[src/hdl/serial_pkg.sv]
// Serial line constants referenced by scoped name from the UART, key and top-level logic
package serial_pkg;

  // ====================
  // Character format
  // ====================

  // Data bits per character sent LSB first on the line
  localparam int DATA_BITS = 8;

  // ====================
  // Line rate defaults
  // ====================

  // Board oscillator
  localparam int DEFAULT_CLK_FREQ = 50_000_000;
  // Host side rate
  localparam int DEFAULT_BAUD = 115_200;

  // Flops in every asynchronous input synchronizer
  localparam int SYNC_STAGES = 2;

endpackage

[src/hdl/frame_pkg.sv]
// Frame buffer types and defaults referenced by scoped name from the buffer datapath
package frame_pkg;

  // ====================
  // Buffer contents
  // ====================

  // One resized image byte as stored in the buffer
  typedef logic [7:0] pixel_t;

  // Current image number written from the serial line in select mode
  typedef logic [7:0] img_sel_t;

  // ====================
  // Sizing
  // ====================

  // Entries in the on-chip buffer
  localparam int DEFAULT_DEPTH = 1024;

endpackage

[src/hdl/uart_rx.sv]
// Serial receiver; synchronizes the line and strobes each recovered byte at its stop bit
`timescale 1ns/1ps

module uart_rx #(
  parameter int CLKS_PER_BIT = serial_pkg::DEFAULT_CLK_FREQ / serial_pkg::DEFAULT_BAUD
) (
  input  logic              CLOCK_50,
  input  logic              DLY_RST_0,
  input  logic              rxd,
  output frame_pkg::pixel_t rx_data,
  output logic              rx_valid
);

  localparam int SYNC_N = serial_pkg::SYNC_STAGES;
  localparam int CNT_W = $clog2(CLKS_PER_BIT);
  localparam int IDX_W = $clog2(serial_pkg::DATA_BITS);
  localparam logic [CNT_W-1:0] BIT_LAST = CNT_W'(CLKS_PER_BIT - 1);
  localparam logic [CNT_W-1:0] HALF_LAST = CNT_W'(CLKS_PER_BIT / 2 - 1);
  localparam logic [IDX_W-1:0] IDX_LAST = IDX_W'(serial_pkg::DATA_BITS - 1);

  typedef enum logic [1:0] {RX_IDLE, RX_START, RX_DATA, RX_STOP} rx_state_t;

  rx_state_t          state;
  logic [SYNC_N:0]    rxd_sync;
  logic               rxd_s;
  logic               rxd_fall;
  logic [CNT_W-1:0]   clk_cnt;
  logic [IDX_W-1:0]   bit_idx;

  // Extra top flop holds the previous synchronized level for edge detect
  always_ff @(posedge CLOCK_50 or negedge DLY_RST_0) begin
    if (!DLY_RST_0) begin
      rxd_sync <= '1;
    end else begin
      rxd_sync <= {rxd_sync[SYNC_N-1:0], rxd};
    end
  end

  assign rxd_s    = rxd_sync[SYNC_N-1];
  assign rxd_fall = rxd_sync[SYNC_N] & ~rxd_s;

  // ====================
  // Bit timing FSM
  // ====================

  always_ff @(posedge CLOCK_50 or negedge DLY_RST_0) begin
    if (!DLY_RST_0) begin
      state    <= RX_IDLE;
      clk_cnt  <= '0;
      bit_idx  <= '0;
      rx_valid <= 1'b0;
    end else begin
      rx_valid <= 1'b0;
      case (state)
        RX_IDLE: begin
          clk_cnt <= '0;
          bit_idx <= '0;
          if (rxd_fall) begin
            state <= RX_START;
          end
        end
        RX_START: begin
          // Glitch shorter than half a bit goes back to idle
          if (clk_cnt == HALF_LAST) begin
            clk_cnt <= '0;
            state   <= rxd_s ? RX_IDLE : RX_DATA;
          end else begin
            clk_cnt <= clk_cnt + 1'b1;
          end
        end
        RX_DATA: begin
          if (clk_cnt == BIT_LAST) begin
            clk_cnt <= '0;
            if (bit_idx == IDX_LAST) begin
              state <= RX_STOP;
            end else begin
              bit_idx <= bit_idx + 1'b1;
            end
          end else begin
            clk_cnt <= clk_cnt + 1'b1;
          end
        end
        default: begin
          // Framing error drops the byte
          if (clk_cnt == BIT_LAST) begin
            clk_cnt  <= '0;
            state    <= RX_IDLE;
            rx_valid <= rxd_s;
          end else begin
            clk_cnt <= clk_cnt + 1'b1;
          end
        end
      endcase
    end
  end

  // Data bits shift in from the top since the LSB arrives first
  always_ff @(posedge CLOCK_50) begin
    if (state == RX_DATA && clk_cnt == BIT_LAST) begin
      rx_data <= {rxd_s, rx_data[serial_pkg::DATA_BITS-1:1]};
    end
  end

endmodule

[config.mk]
export PLATFORM = sky130hd
export DESIGN_NAME = uart_rx
export DESIGN_NICKNAME = d
export VERILOG_FILES = /design/src/hdl/serial_pkg.sv /design/src/hdl/frame_pkg.sv /design/src/hdl/uart_rx.sv
export SDC_FILE = /design/constraint.sdc
export NUM_CORES = 1
export LEC_CHECK = 0
export ABC_AREA = 1
export BUFFER_PORTS_ARGS = -buffer_cell sky130_fd_sc_hd__buf_2
export CORE_MARGIN = 2
export CORE_UTILIZATION = 30
export CTS_CLUSTER_DIAMETER = 50
export DETAILED_ROUTE_END_ITERATION = 8
export GPL_TIMING_DRIVEN = 0
export PLACE_DENSITY = 0.48
export SLEW_MARGIN = 20
export SYNTH_ARGS = -nofsm -noshare
export SYNTH_HDL_FRONTEND = slang
export SYNTH_SLANG_ARGS = --single-unit
[constraint.sdc]
create_clock -name CLOCK_50 -period 1.4 [get_ports CLOCK_50]
set_input_delay 0.14 -clock CLOCK_50 [delete_from_list [all_inputs] [get_ports CLOCK_50]]
set_output_delay 0.14 -clock CLOCK_50 [all_outputs]
set_load 0.005 [all_outputs]
== Word-level counts from Yosys, hierarchy flattened ==
Index checks and enable logic that the tools add are counted.
Storage, ports and cells
  register bits after elaboration: 26
  output and inout port bits: 9
Cells by class
  add/sub/neg operators: 2
  eq/ne operators: 10
  multiplexer cells: 15
  bitwise gates (word level): 2
  reduce and logical (&&, ||, !) cells: 7
Operators by type and width (count)
  2-to-1 mux 9 bit: 2
  one-hot mux 9 bit (2 select lines): 1
  2-to-1 mux 2 bit: 6
  inequality test 2 bit, second input constant: 5
  adder 9 x 1 -> 9 bit, second input constant: 1
  == test 9 x 8 -> 1 bit, second input constant: 1
  == test 9 bit, second input constant: 1
  2-to-1 mux 3 bit: 2
  one-hot mux 2 bit (3 select lines): 1
  one-hot mux 3 bit (2 select lines): 1
  AND reduction 5 bit: 1
  adder 3 x 1 -> 3 bit, second input constant: 1
  == test 3 bit, second input constant: 1
  AND reduction 3 bit: 1
  nonzero test 3 bit: 1
  OR reduction 3 bit: 1
  == test 2 x 1 -> 1 bit, second input constant: 1
  == test 2 bit, second input constant: 1
  logical NOT 2 bit: 1
  2-to-1 mux 1 bit: 2
  nonzero test 2 bit: 1
  AND 1 bit: 1
  logical AND 1 bit: 1
  inverter 1 bit: 1

== Longest topological paths before layout ==
Gate-level depths: netlist (run 1).
  word-level depth: 4
  mapped depth: 9
  gate-level depth less buffers: 9

== Worst setup path before layout (run 1) ==
No wires, ideal clock.
  kind: flip-flop to flip-flop
  start point: register clk_cnt[1]
  end point: register rx_data[0], enable pin
  arrival time: 1.109 ns
  required time: 1.075 ns
  path slack: -0.034 ns
  stages on the path, launching flop included: 7
  buffers on the path: 0
  path through: dfrtp_1 -> inv_1 -> ha_1 -> inv_1 -> nor2_1 -> nand3_4 -> nor2_4
Between the ends
  word-level cells in the longest chain between the ends: 2
Ends and longest elaborated chain
  from (decl): RTL line uart_rx.sv:27  | logic [CNT_W-1:0] clk_cnt;
  from (signal assigned): RTL line uart_rx.sv:68  | clk_cnt <= clk_cnt + 1'b1;
  from (signal assigned): RTL line uart_rx.sv:80  | clk_cnt <= clk_cnt + 1'b1;
  from (signal assigned): RTL line uart_rx.sv:90  | clk_cnt <= clk_cnt + 1'b1;
  == test 9 bit: RTL line uart_rx.sv:99  | if (state == RX_DATA && clk_cnt == BIT_LAST) begin
  logical AND 1 bit: RTL line uart_rx.sv:99
  to (signal assigned): RTL line uart_rx.sv:100  | rx_data <= {rxd_s, rx_data[serial_pkg::DATA_BITS-1:1]};
  to (decl): RTL line uart_rx.sv:10  | output frame_pkg::pixel_t rx_data,
Every way passes these cells.
A chain may end at the register's enable or synchronous reset.

== Final worst setup path (run 1) ==
  start point: register clk_cnt[1]
  end point: register rx_data[5], enable pin
The elaborated chain is that of the path after synthesis.

==> impl_metrics.tcl, run 1 <==
set metrics [dict create \
    outcome "complete, but fails checks" \
    violations "setup timing" \
    first_pass_iters 4 \
    drv_slew 0 \
    die_height_um 66.5 \
    crit_fanout 5 \
    portBuffers 11 \
    grt_pass1_vias 802 \
    synthCells 118 \
    area_growth_pct 22.1 \
    cap_violations 0 \
    drc 0 \
    powerDensity_mw_per_mm2 1510 \
    fin_skew_ns 0.00208 \
    dpl_cell_area_mm2 0.00131 \
    cts.clk_slew.worst_paths_ns 0.08 \
    rsz0062_at_grt "true" \
    synth_fp_nets 126 \
    hold_class "in -> async" \
    rows 22 \
    fin_crit_ns 1.40 \
    track_usage_pct 10.8 \
    cp.arrival_ns 1.37 \
    grt.overflow.total 0 \
    diodes 0 \
    cts.htree.levels 1 \
    num_vias 799 \
    worst_pin_slew_ns 0.408 \
    postRouteAntennaNets 0 \
    clock-sinks 26 \
    ys_seq_area_share_pct 59.2 \
    totalWireLength_um 1950 \
    setup_viol 2 \
    final_cell_mix "25 x nand2_1, 16 x nor2_1, 14 x dfrtp_1" \
    cts.path.max_buffers 2 \
    post_drt_via_cell_ratio 4.30 \
    hold_viol 0 \
    die_area_mm2 0.00442 \
    required_ns 1.36 \
    yosys.cell_types.count 21 \
    fin_crit_sh_pct 100 \
    p_leak_nw 0.652 \
    yosysWarningCount 0 \
    drt-wirelength-per-cell_um 10.5 \
    ir_drop_v 0.000529 \
    die_w_um 66.5 \
    final_util_pct 38.5 \
    core_mm2 0.00372 \
    finalInstanceArea_mm2 0.00143 \
    worstSetupEndpointType "register" \
    layout_commonest_cell "nand2_1" \
    cts_tree "done" \
    drive_above_1_share_pct 32.6 \
    synthesis.area_mm2 0.00117 \
    gp_congestion 0.786 \
    fmax_mhz 712 \
    grt_start_max_net_pins 19 \
    io_pins 12 \
    setup_slack_ns -0.00474 \
    slew-limit-headroom_pct 72.8 \
    final_nets 147 \
    hpwl_um 1410 \
    grt_pass1_wl_um 3590 \
    ctsRootBufferMaster "clkbuf_8" \
    start_util_pct 31.5 \
    ys_ff_latch 26 \
    critical_path_class "reg -> reg" \
    antenna_found_initial 0 \
    drtIter0Drc 64 \
    p_total_mw 2.16 \
    cts_buffers 3 \
    synth_area_per_cell_um2 9.94 \
    clk_latency_ns 0.26 \
    start_kind "register" \
]
[state kept, by name, indices dropped and copies added (netlist names)]
register and cells:
rx_data 8, rxd_sync 3, rx_valid 1, bit_idx 3, clk_cnt 9, state 2
[timing repair]
item | in CTS | in global routing
endpoints found under the hold margin | 16 | 0
setup endpoints to repair | 19 | 22
pin swaps | 1 | 4
cloned | 1 | 0
buffers inserted | 1 | 1
resized for setup | 3 | 9
hold buffers | 2 | 0
[synthesized netlist by cell type, drive strengths merged]
library cell / count / area [um2]
nand2: 34 / 148
nand3: 5 / 37.5
ha: 5 / 62.6
nor4: 1 / 6.26
edfxtp: 8 / 240
inv: 13 / 51.3
o21ai: 3 / 15.0
nand4: 3 / 18.8
a21oi: 2 / 10.0
dfstp: 3 / 78.8
nand3b: 1 / 7.51
xor2: 1 / 8.76
dfrtp: 15 / 375
o31ai: 1 / 7.51
o21a: 1 / 7.51
nor2: 22 / 97.6
[report_power, final]
| part | internal [mW] | switching [mW] |
|---|---|---|
| combinational | 0.245 | 0.370 |
| clock | 0.251 | 0.222 |
| sequential | 0.920 | 0.157 |
[kinds of logic (layout without fill, tap and decap cells)]
group                      count (synthesis)  in the layout  share of synthesized area (%)
and+or+nand+nor                           66             67                           26.9
buffers and inverters                     13             32                           4.38
xor gates and xnor gates                   1              1                          0.747
adders and majority gates                  5              5                           5.34
DFF                                       26             26                           59.2
AOI/OAI and AO/OA                          7              7                           3.42
[layout make-up]
type | count | area [um2]
timing repair buffer | 15 | 90.1
multi-input combinational | 80 | 479
inverter | 13 | 51.3
tap | 48 | 60.1
clock buffer | 4 | 55.1
fill | 377 | 2280
sequential | 26 | 696
[final timing paths]
check	start	to	slack (ns)	depth (start not counted)
setup / recovery	clk_cnt[1]	rx_data[5]	-0.005	6
hold reg to reg	rxd_sync[0]	rxd_sync[1]	0.37	0
min in group CLOCK_50	rxd_sync[0]	rxd_sync[1]	0.37	0
max in group asynchronous	DLY_RST_0	rxd_sync[0]	0.75	2
hold / removal	DLY_RST_0	clk_cnt[5]	0.33	2
setup reg to reg	clk_cnt[1]	rx_data[5]	-0.005	6
[stage by stage]
step / hold WS, ns / cells / worst slack [ns] / setup TNS, ns
5_1_grt: 0.364 / 186 / -0.0758 / -1.21
2_1_floorplan: -0.156 / 118 / 0.0214 / 0
4_1_cts: 0.350 / 185 / 0.00405 / 0
3_3_place_gp: 0.0992 / 177 / -0.0865 / -0.715
6_report: 0.325 / 186 / -0.00474 / -0.00858
3_5_place_dp: 0.107 / 177 / -0.100 / -0.954
[metal layers]
| metal | global-route usage (%) | wire length, um | part of all wire, % | vias to the layer above |
|---|---|---|---|---|
| met5 | 0 | 0 | 0 | - |
| met4 | 4.34 | 27 | 1.4 | 0 |
| met3 | 3.04 | 48 | 2.5 | 2 |
| met2 | 16.0 | 884 | 45 | 10 |
| met1 | 14.9 | 984 | 51 | 370 |
| li1 | - | - | - | 417 |
[critical path, cell delays in order (launching register included)]
cell,delay [ns]
dfrtp_1,0.40
inv_2,0.09
ha_4,0.13
inv_2,0.04
nor2_4,0.11
nand3_4,0.12
nor2_2,0.22
(Power assumes the default switching activity.)
==> run 2, diff against run 1 <==
CORE_ASPECT_RATIO = 0.75   (was unset)
==> impl_metrics.tcl, run 2 (synthesis results as in run 1) <==
set metrics [dict create \
    worstSetupEndpointType "register" \
    post_drt_via_cell_ratio 4.24 \
    io_pins 12 \
    required_ns 1.39 \
    drive_above_1_share_pct 30.2 \
    grt_start_max_net_pins 19 \
    ctsRootBufferMaster "clkbuf_8" \
    track_usage_pct 9.84 \
    fillers 393 \
    layout_commonest_cell "nand2_1" \
    portBuffers 11 \
    gp_congestion 0.764 \
    num_vias 810 \
    fin_tns_setup_ns -0.000508 \
    finalInstanceArea_mm2 0.00145 \
    first_pass_iters 4 \
    cts_buffers 3 \
    grt_pass1_wl_um 3400 \
    setup_viol 2 \
    worst-r2r-setup-slack_ns -0.0003 \
    rows 19 \
    hold_class "in -> async" \
    totalWireLength_um 1980 \
    cts.htree.levels 1 \
    diodes 0 \
    setup_slack_ns -0.000295 \
    die_height_um 58.1 \
    hpwl_um 1440 \
    reg2reg_depth 7 \
    rsz0062_at_grt "true" \
    hold_viol 0 \
    worst_pin_slew_ns 0.425 \
    drtIter0Drc 50 \
    ir_drop_v 0.000601 \
    die_area_mm2 0.00443 \
    drt-wirelength-per-cell_um 10.4 \
    start_kind "register" \
    crit_fanout 11 \
    violations "setup timing" \
    clock-sinks 26 \
    p_leak_nw 0.656 \
    fin_skew_ns 0.00414 \
    regMostFlops "clk_cnt" \
    clk_latency_ns 0.27 \
    cts_tree "done" \
    fmax_mhz 714 \
    grt_pass1_vias 727 \
    largestRegisters "clk_cnt (9), rx_data (8)" \
    cap_violations 0 \
    postRouteAntennaNets 0 \
    cp.arrival_ns 1.39 \
    core_mm2 0.00371 \
    cts.clk_slew.worst_paths_ns 0.09 \
    cts.path.max_buffers 2 \
    final_nets 148 \
    start_util_pct 31.6 \
    die_w_um 76.2 \
    p_total_mw 2.12 \
    largest_reg_flops 9 \
    antenna_found_initial 0 \
    fin_crit_ns 1.40 \
    slew-limit-headroom_pct 71.7 \
    powerDensity_mw_per_mm2 1460 \
    final_cell_mix "27 x nand2_1, 17 x nor2_1, 14 x dfrtp_1" \
    drc 0 \
    crit-reg2reg-launch "clk_cnt[1]" \
    fin_crit_sh_pct 100 \
    timing.rr.end "rx_data[6]" \
    outcome "complete, but fails checks" \
    grt.overflow.total 0 \
    drv_slew 0 \
    dpl_cell_area_mm2 0.00131 \
    critical_path_class "reg -> reg" \
    area_growth_pct 23.5 \
    dp_slack_ns -0.107 \
]
-- run 2: worst max-delay path by stage --
stage	from	endpoint	depth (start not counted)
2_1_floorplan	clk_cnt[1]	rx_data[0]	6
3_3_place_gp	clk_cnt[1]	rx_data[0]	6
3_5_place_dp	clk_cnt[1]	rx_data[6]	6
4_1_cts	clk_cnt[1]	rx_data[4]	7
5_1_grt	clk_cnt[1]	rx_data[3]	7
6_report	clk_cnt[1]	rx_data[6]	7
-- run 2: metrics by stage --
step,utilization (%),hold slack (ns),instances
after floorplan,-,-0.156,118
after detailed placement,35.4,0.0972,181
after global placement,35.4,0.0974,181
after CTS,38.3,0.333,190
final,39.0,0.333,191
after global routing,39.0,0.369,191
-- run 2: final cells by class --
cell class	instances	area, um2	share of cell area, %
Clock buffer	4	45.0	3.11
Inverter	13	53.8	3.72
Multi-Input combinational cell	79	470	32.5
Sequential cell	26	696	48.1
Tap cell	52	65.1	4.49
Timing Repair Buffer	17	118	8.12
-- run 2: critical path, stage by stage, from the launching register on --
cell and delay (ns):
dfrtp_1 0.41, inv_2 0.09, ha_4 0.12, inv_2 0.04, nor2_4 0.11, nand3_4 0.10
nor2_4 0.12, buf_12 0.14
-- run 2: report_power, final --
| part | internal (mW) | switching (mW) |
|---|---|---|
| registers | 0.920 | 0.159 |
| logic | 0.245 | 0.361 |
| clock network | 0.204 | 0.228 |
| total | 1.37 | 0.749 |
-- run 2: metal layers --
metal | vias to the layer above | GRT usage [%] | share of wire (%)
met5 | - | 0 | 0
met4 | 0 | 4.68 | 2.0
met3 | 5 | 2.96 | 3.4
met2 | 12 | 13.9 | 42
met1 | 373 | 13.9 | 53
li1 | 420 | - | -
-- run 2: timing repair --
| action | in CTS | in global routing |
|---|---|---|
| setup buffers | 3 | 1 |
| hold buffers | 2 | 0 |
| pin swaps | 1 | 4 |
| hold endpoints to repair | 16 | 0 |
| endpoints found under the setup margin | 20 | 22 |
| resized for setup | 3 | 8 |
==> run 3, diff against run 2 <==
ABC_AREA = 0   (was 1)
==> impl_metrics.tcl, run 3 <==
set metrics [dict create \
    outcome "complete, but fails checks" \
    violations "setup timing" \
    synth_fp_nets 102 \
    clk_latency_ns 0.27 \
    hold_class "in -> async" \
    fin_crit_ns 1.60 \
    first_pass_iters 4 \
    synth_common_cells "15 x dfrtp_1, 12 x nor2_1, 8 x edfxtp_1, 8 x nand2_1, 5 x ha_1" \
    internal_power_mw 1.27 \
    postRouteAntennaNets 0 \
    crit_family "simple AND/OR/NAND/NOR gates" \
    worst-r2r-setup-slack_ns -0.20 \
    grt.overflow.total 0 \
    area_growth_pct 30.6 \
    cts.clk_slew.worst_paths_ns 0.09 \
    hold_viol 0 \
    synth_flop_cell "dfrtp_1" \
    grt_pass1_vias 825 \
    num_vias 830 \
    fin_crit_sh_pct 114 \
    ctsRootBufferMaster "clkbuf_8" \
    drv_slew 0 \
    crit_fanout 8 \
    synth_area_leaders "dfrtp_1 33%, edfxtp_1 21%, dfstp_2 6.8%, ha_1 5.4%, nor2_1 3.9%" \
    synth_top_area_share_pct 32.6 \
    reg2reg_depth 4 \
    io_pins 12 \
    worst_pin_slew_ns 0.412 \
    final_cells 178 \
    ys_ff_latch 26 \
    synth_edf_count 8 \
    cts_tree "done" \
    layout_commonest_cell "dfrtp_1" \
    p_comb_share_pct 23.4 \
    dp_cells 157 \
    cts_buffers 3 \
    p_clk_share_pct 24.1 \
    grt_pass1_wl_um 4000 \
    ir_drop_v 0.000596 \
    cts.path.max_buffers 2 \
    totalWireLength_um 2280 \
    multi_input_area_um2 492 \
    drt-wirelength-per-cell_um 12.8 \
    p_leak_nw 0.645 \
    drtIter0Drc 36 \
    cp_cell_sequence "and4bb_1 -> and4_4 -> nand2_4 -> nor2_4" \
    fin_skew_ns 0.0106 \
    track_usage_pct 12.4 \
    ys_seq_area_share_pct 60.3 \
    rows 19 \
    slew-limit-headroom_pct 72.5 \
    crit-reg2reg-launch "clk_cnt[6]" \
    clock-sinks 26 \
    fmax_mhz 625 \
    portBuffers 11 \
    cpMaxStageDelayCell "dfrtp_1" \
    swShare_pct 28.5 \
    final_cell_mix "15 x dfrtp_1, 13 x buf_4, 12 x buf_2" \
    required_ns 1.35 \
    final_nets 135 \
    p_total_mw 1.77 \
    cp.arrival_ns 1.55 \
    synth_largest_area_cell "dfrtp_1" \
    critical_path_class "reg -> reg" \
    hpwl_um 1340 \
    start_util_pct 31.5 \
    diodes 0 \
    drive_above_1_share_pct 38.9 \
    setup_slack_ns -0.199 \
    rsz0062_at_grt "true" \
    start_kind "register" \
    setup_viol 23 \
    largestRegisters "clk_cnt (9), rx_data (8)" \
    regMostFlops "clk_cnt" \
    die_w_um 75.6 \
    synthCells 94 \
    yosysWarningCount 0 \
    drc 0 \
    antenna_found_initial 0 \
    fillers 366 \
    die_height_um 57.7 \
    core_mm2 0.00366 \
    p_seq_share_pct 52.4 \
    synthesis.area_mm2 0.00115 \
    cap_violations 0 \
    post_drt_via_cell_ratio 4.66 \
    cts.htree.levels 1 \
    yosys.cell_types.count 30 \
    gp_congestion 0.748 \
    grt_start_max_net_pins 19 \
    critPathBufInv 0 \
    synth_area_per_cell_um2 12.3 \
    p_switching_uw 505 \
    dp_slack_ns -0.256 \
    powerDensity_mw_per_mm2 1180 \
    synth.most_common_cell "dfrtp_1" \
    worstSetupEndpointType "register" \
    seqCellArea_um2 694 \
    slowest_delay_ns 0.42 \
    whs_ns 0.325 \
    die_area_mm2 0.00436 \
    largest_reg_flops 9 \
    async_flop_share_pct 69.2 \
    timing.rr.end "rx_data[5]" \
]
-- run 3: cell types whose count changed in the layout (fill, tap and decap cells not counted), moves of 3 or more --
cell / previous run / this run
inv_1: 9 / 3
nor2_4: 4 / 1
nand2_2: 5 / 0
xor2_1: 1 / 4
xnor2_1: 0 / 3
buf_4: 3 / 13
nor2_1: 17 / 10
nand2_1: 27 / 7
o21ai_0: 3 / 0
-- run 3: kinds of logic (layout without fill, tap and decap cells) --
logic type / count (synthesis) / after routing / synth area share (%)
AOI/OAI and AO/OA: 10 / 11 / 7.49
DFF: 26 / 26 / 60.3
adders and majority gates: 5 / 5 / 5.43
buffers and inverters: 6 / 37 / 2.06
and+or+nand+nor: 40 / 40 / 19.4
xor gates and xnor gates: 7 / 7 / 5.32
-- run 3: how the worst max path moves through the flow --
stage               startpoint    endpoint  cells past startpoint
finish              clk_cnt[6]  rx_data[5]                      4
global route        clk_cnt[6]  rx_data[5]                      4
CTS                 clk_cnt[6]  rx_data[5]                      4
detailed placement  clk_cnt[3]  rx_data[0]                      4
global placement    clk_cnt[3]  rx_data[0]                      4
floorplan           clk_cnt[3]  rx_data[0]                      4
-- run 3: cell type report --
class / count / area share [%]
buffer: 2 / 0.665
clock buffer: 4 / 2.99
inverter: 4 / 0.998
multi-input combinational: 63 / 32.7
sequential: 26 / 46.1
tap: 52 / 4.32
timing repair buffer: 27 / 12.2
-- run 3: stage by stage --
| stage | TNS (ns) | area, um2 | utilization [%] |
|---|---|---|---|
| 2_1_floorplan | -0.993 | 1170 | - |
| 3_3_place_gp | -3.61 | 1290 | 35.3 |
| 3_5_place_dp | -3.72 | 1290 | 35.3 |
| 4_1_cts | -2.75 | 1470 | 40.1 |
| 5_1_grt | -5.25 | 1510 | 41.1 |
| 6_report | -3.03 | 1510 | 41.1 |
-- run 3: per-layer routing --
layer  wire length, um  track usage (%)  vias up
met5                 0                0        -
met4                51             4.01        0
met3                74             3.83        6
met2              1070             18.5       12
met1              1080             17.2      407
li1                  -                -      405
-- run 3: power by group through the flow --
stage | Combinational, mW | Clock (mW) | Sequential (mW)
floorplan | 0.212 | 0 | 0.944
global placement | 0.269 | 0 | 0.962
detailed placement | 0.270 | 0 | 0.962
CTS | 0.406 | 0.447 | 0.923
global route | 0.460 | 0.493 | 0.946
finish | 0.415 | 0.428 | 0.929
-- run 3: repair_timing --
| action | 4_1_cts | 5_1_grt |
|---|---|---|
| pin swaps | 15 | 3 |
| cloned | 1 | 0 |
| hold endpoints to repair | 16 | 0 |
| buffers inserted | 10 | 4 |
| endpoints found under the setup margin | 21 | 23 |
| resized for setup | 7 | 4 |
| hold buffers | 2 | 0 |
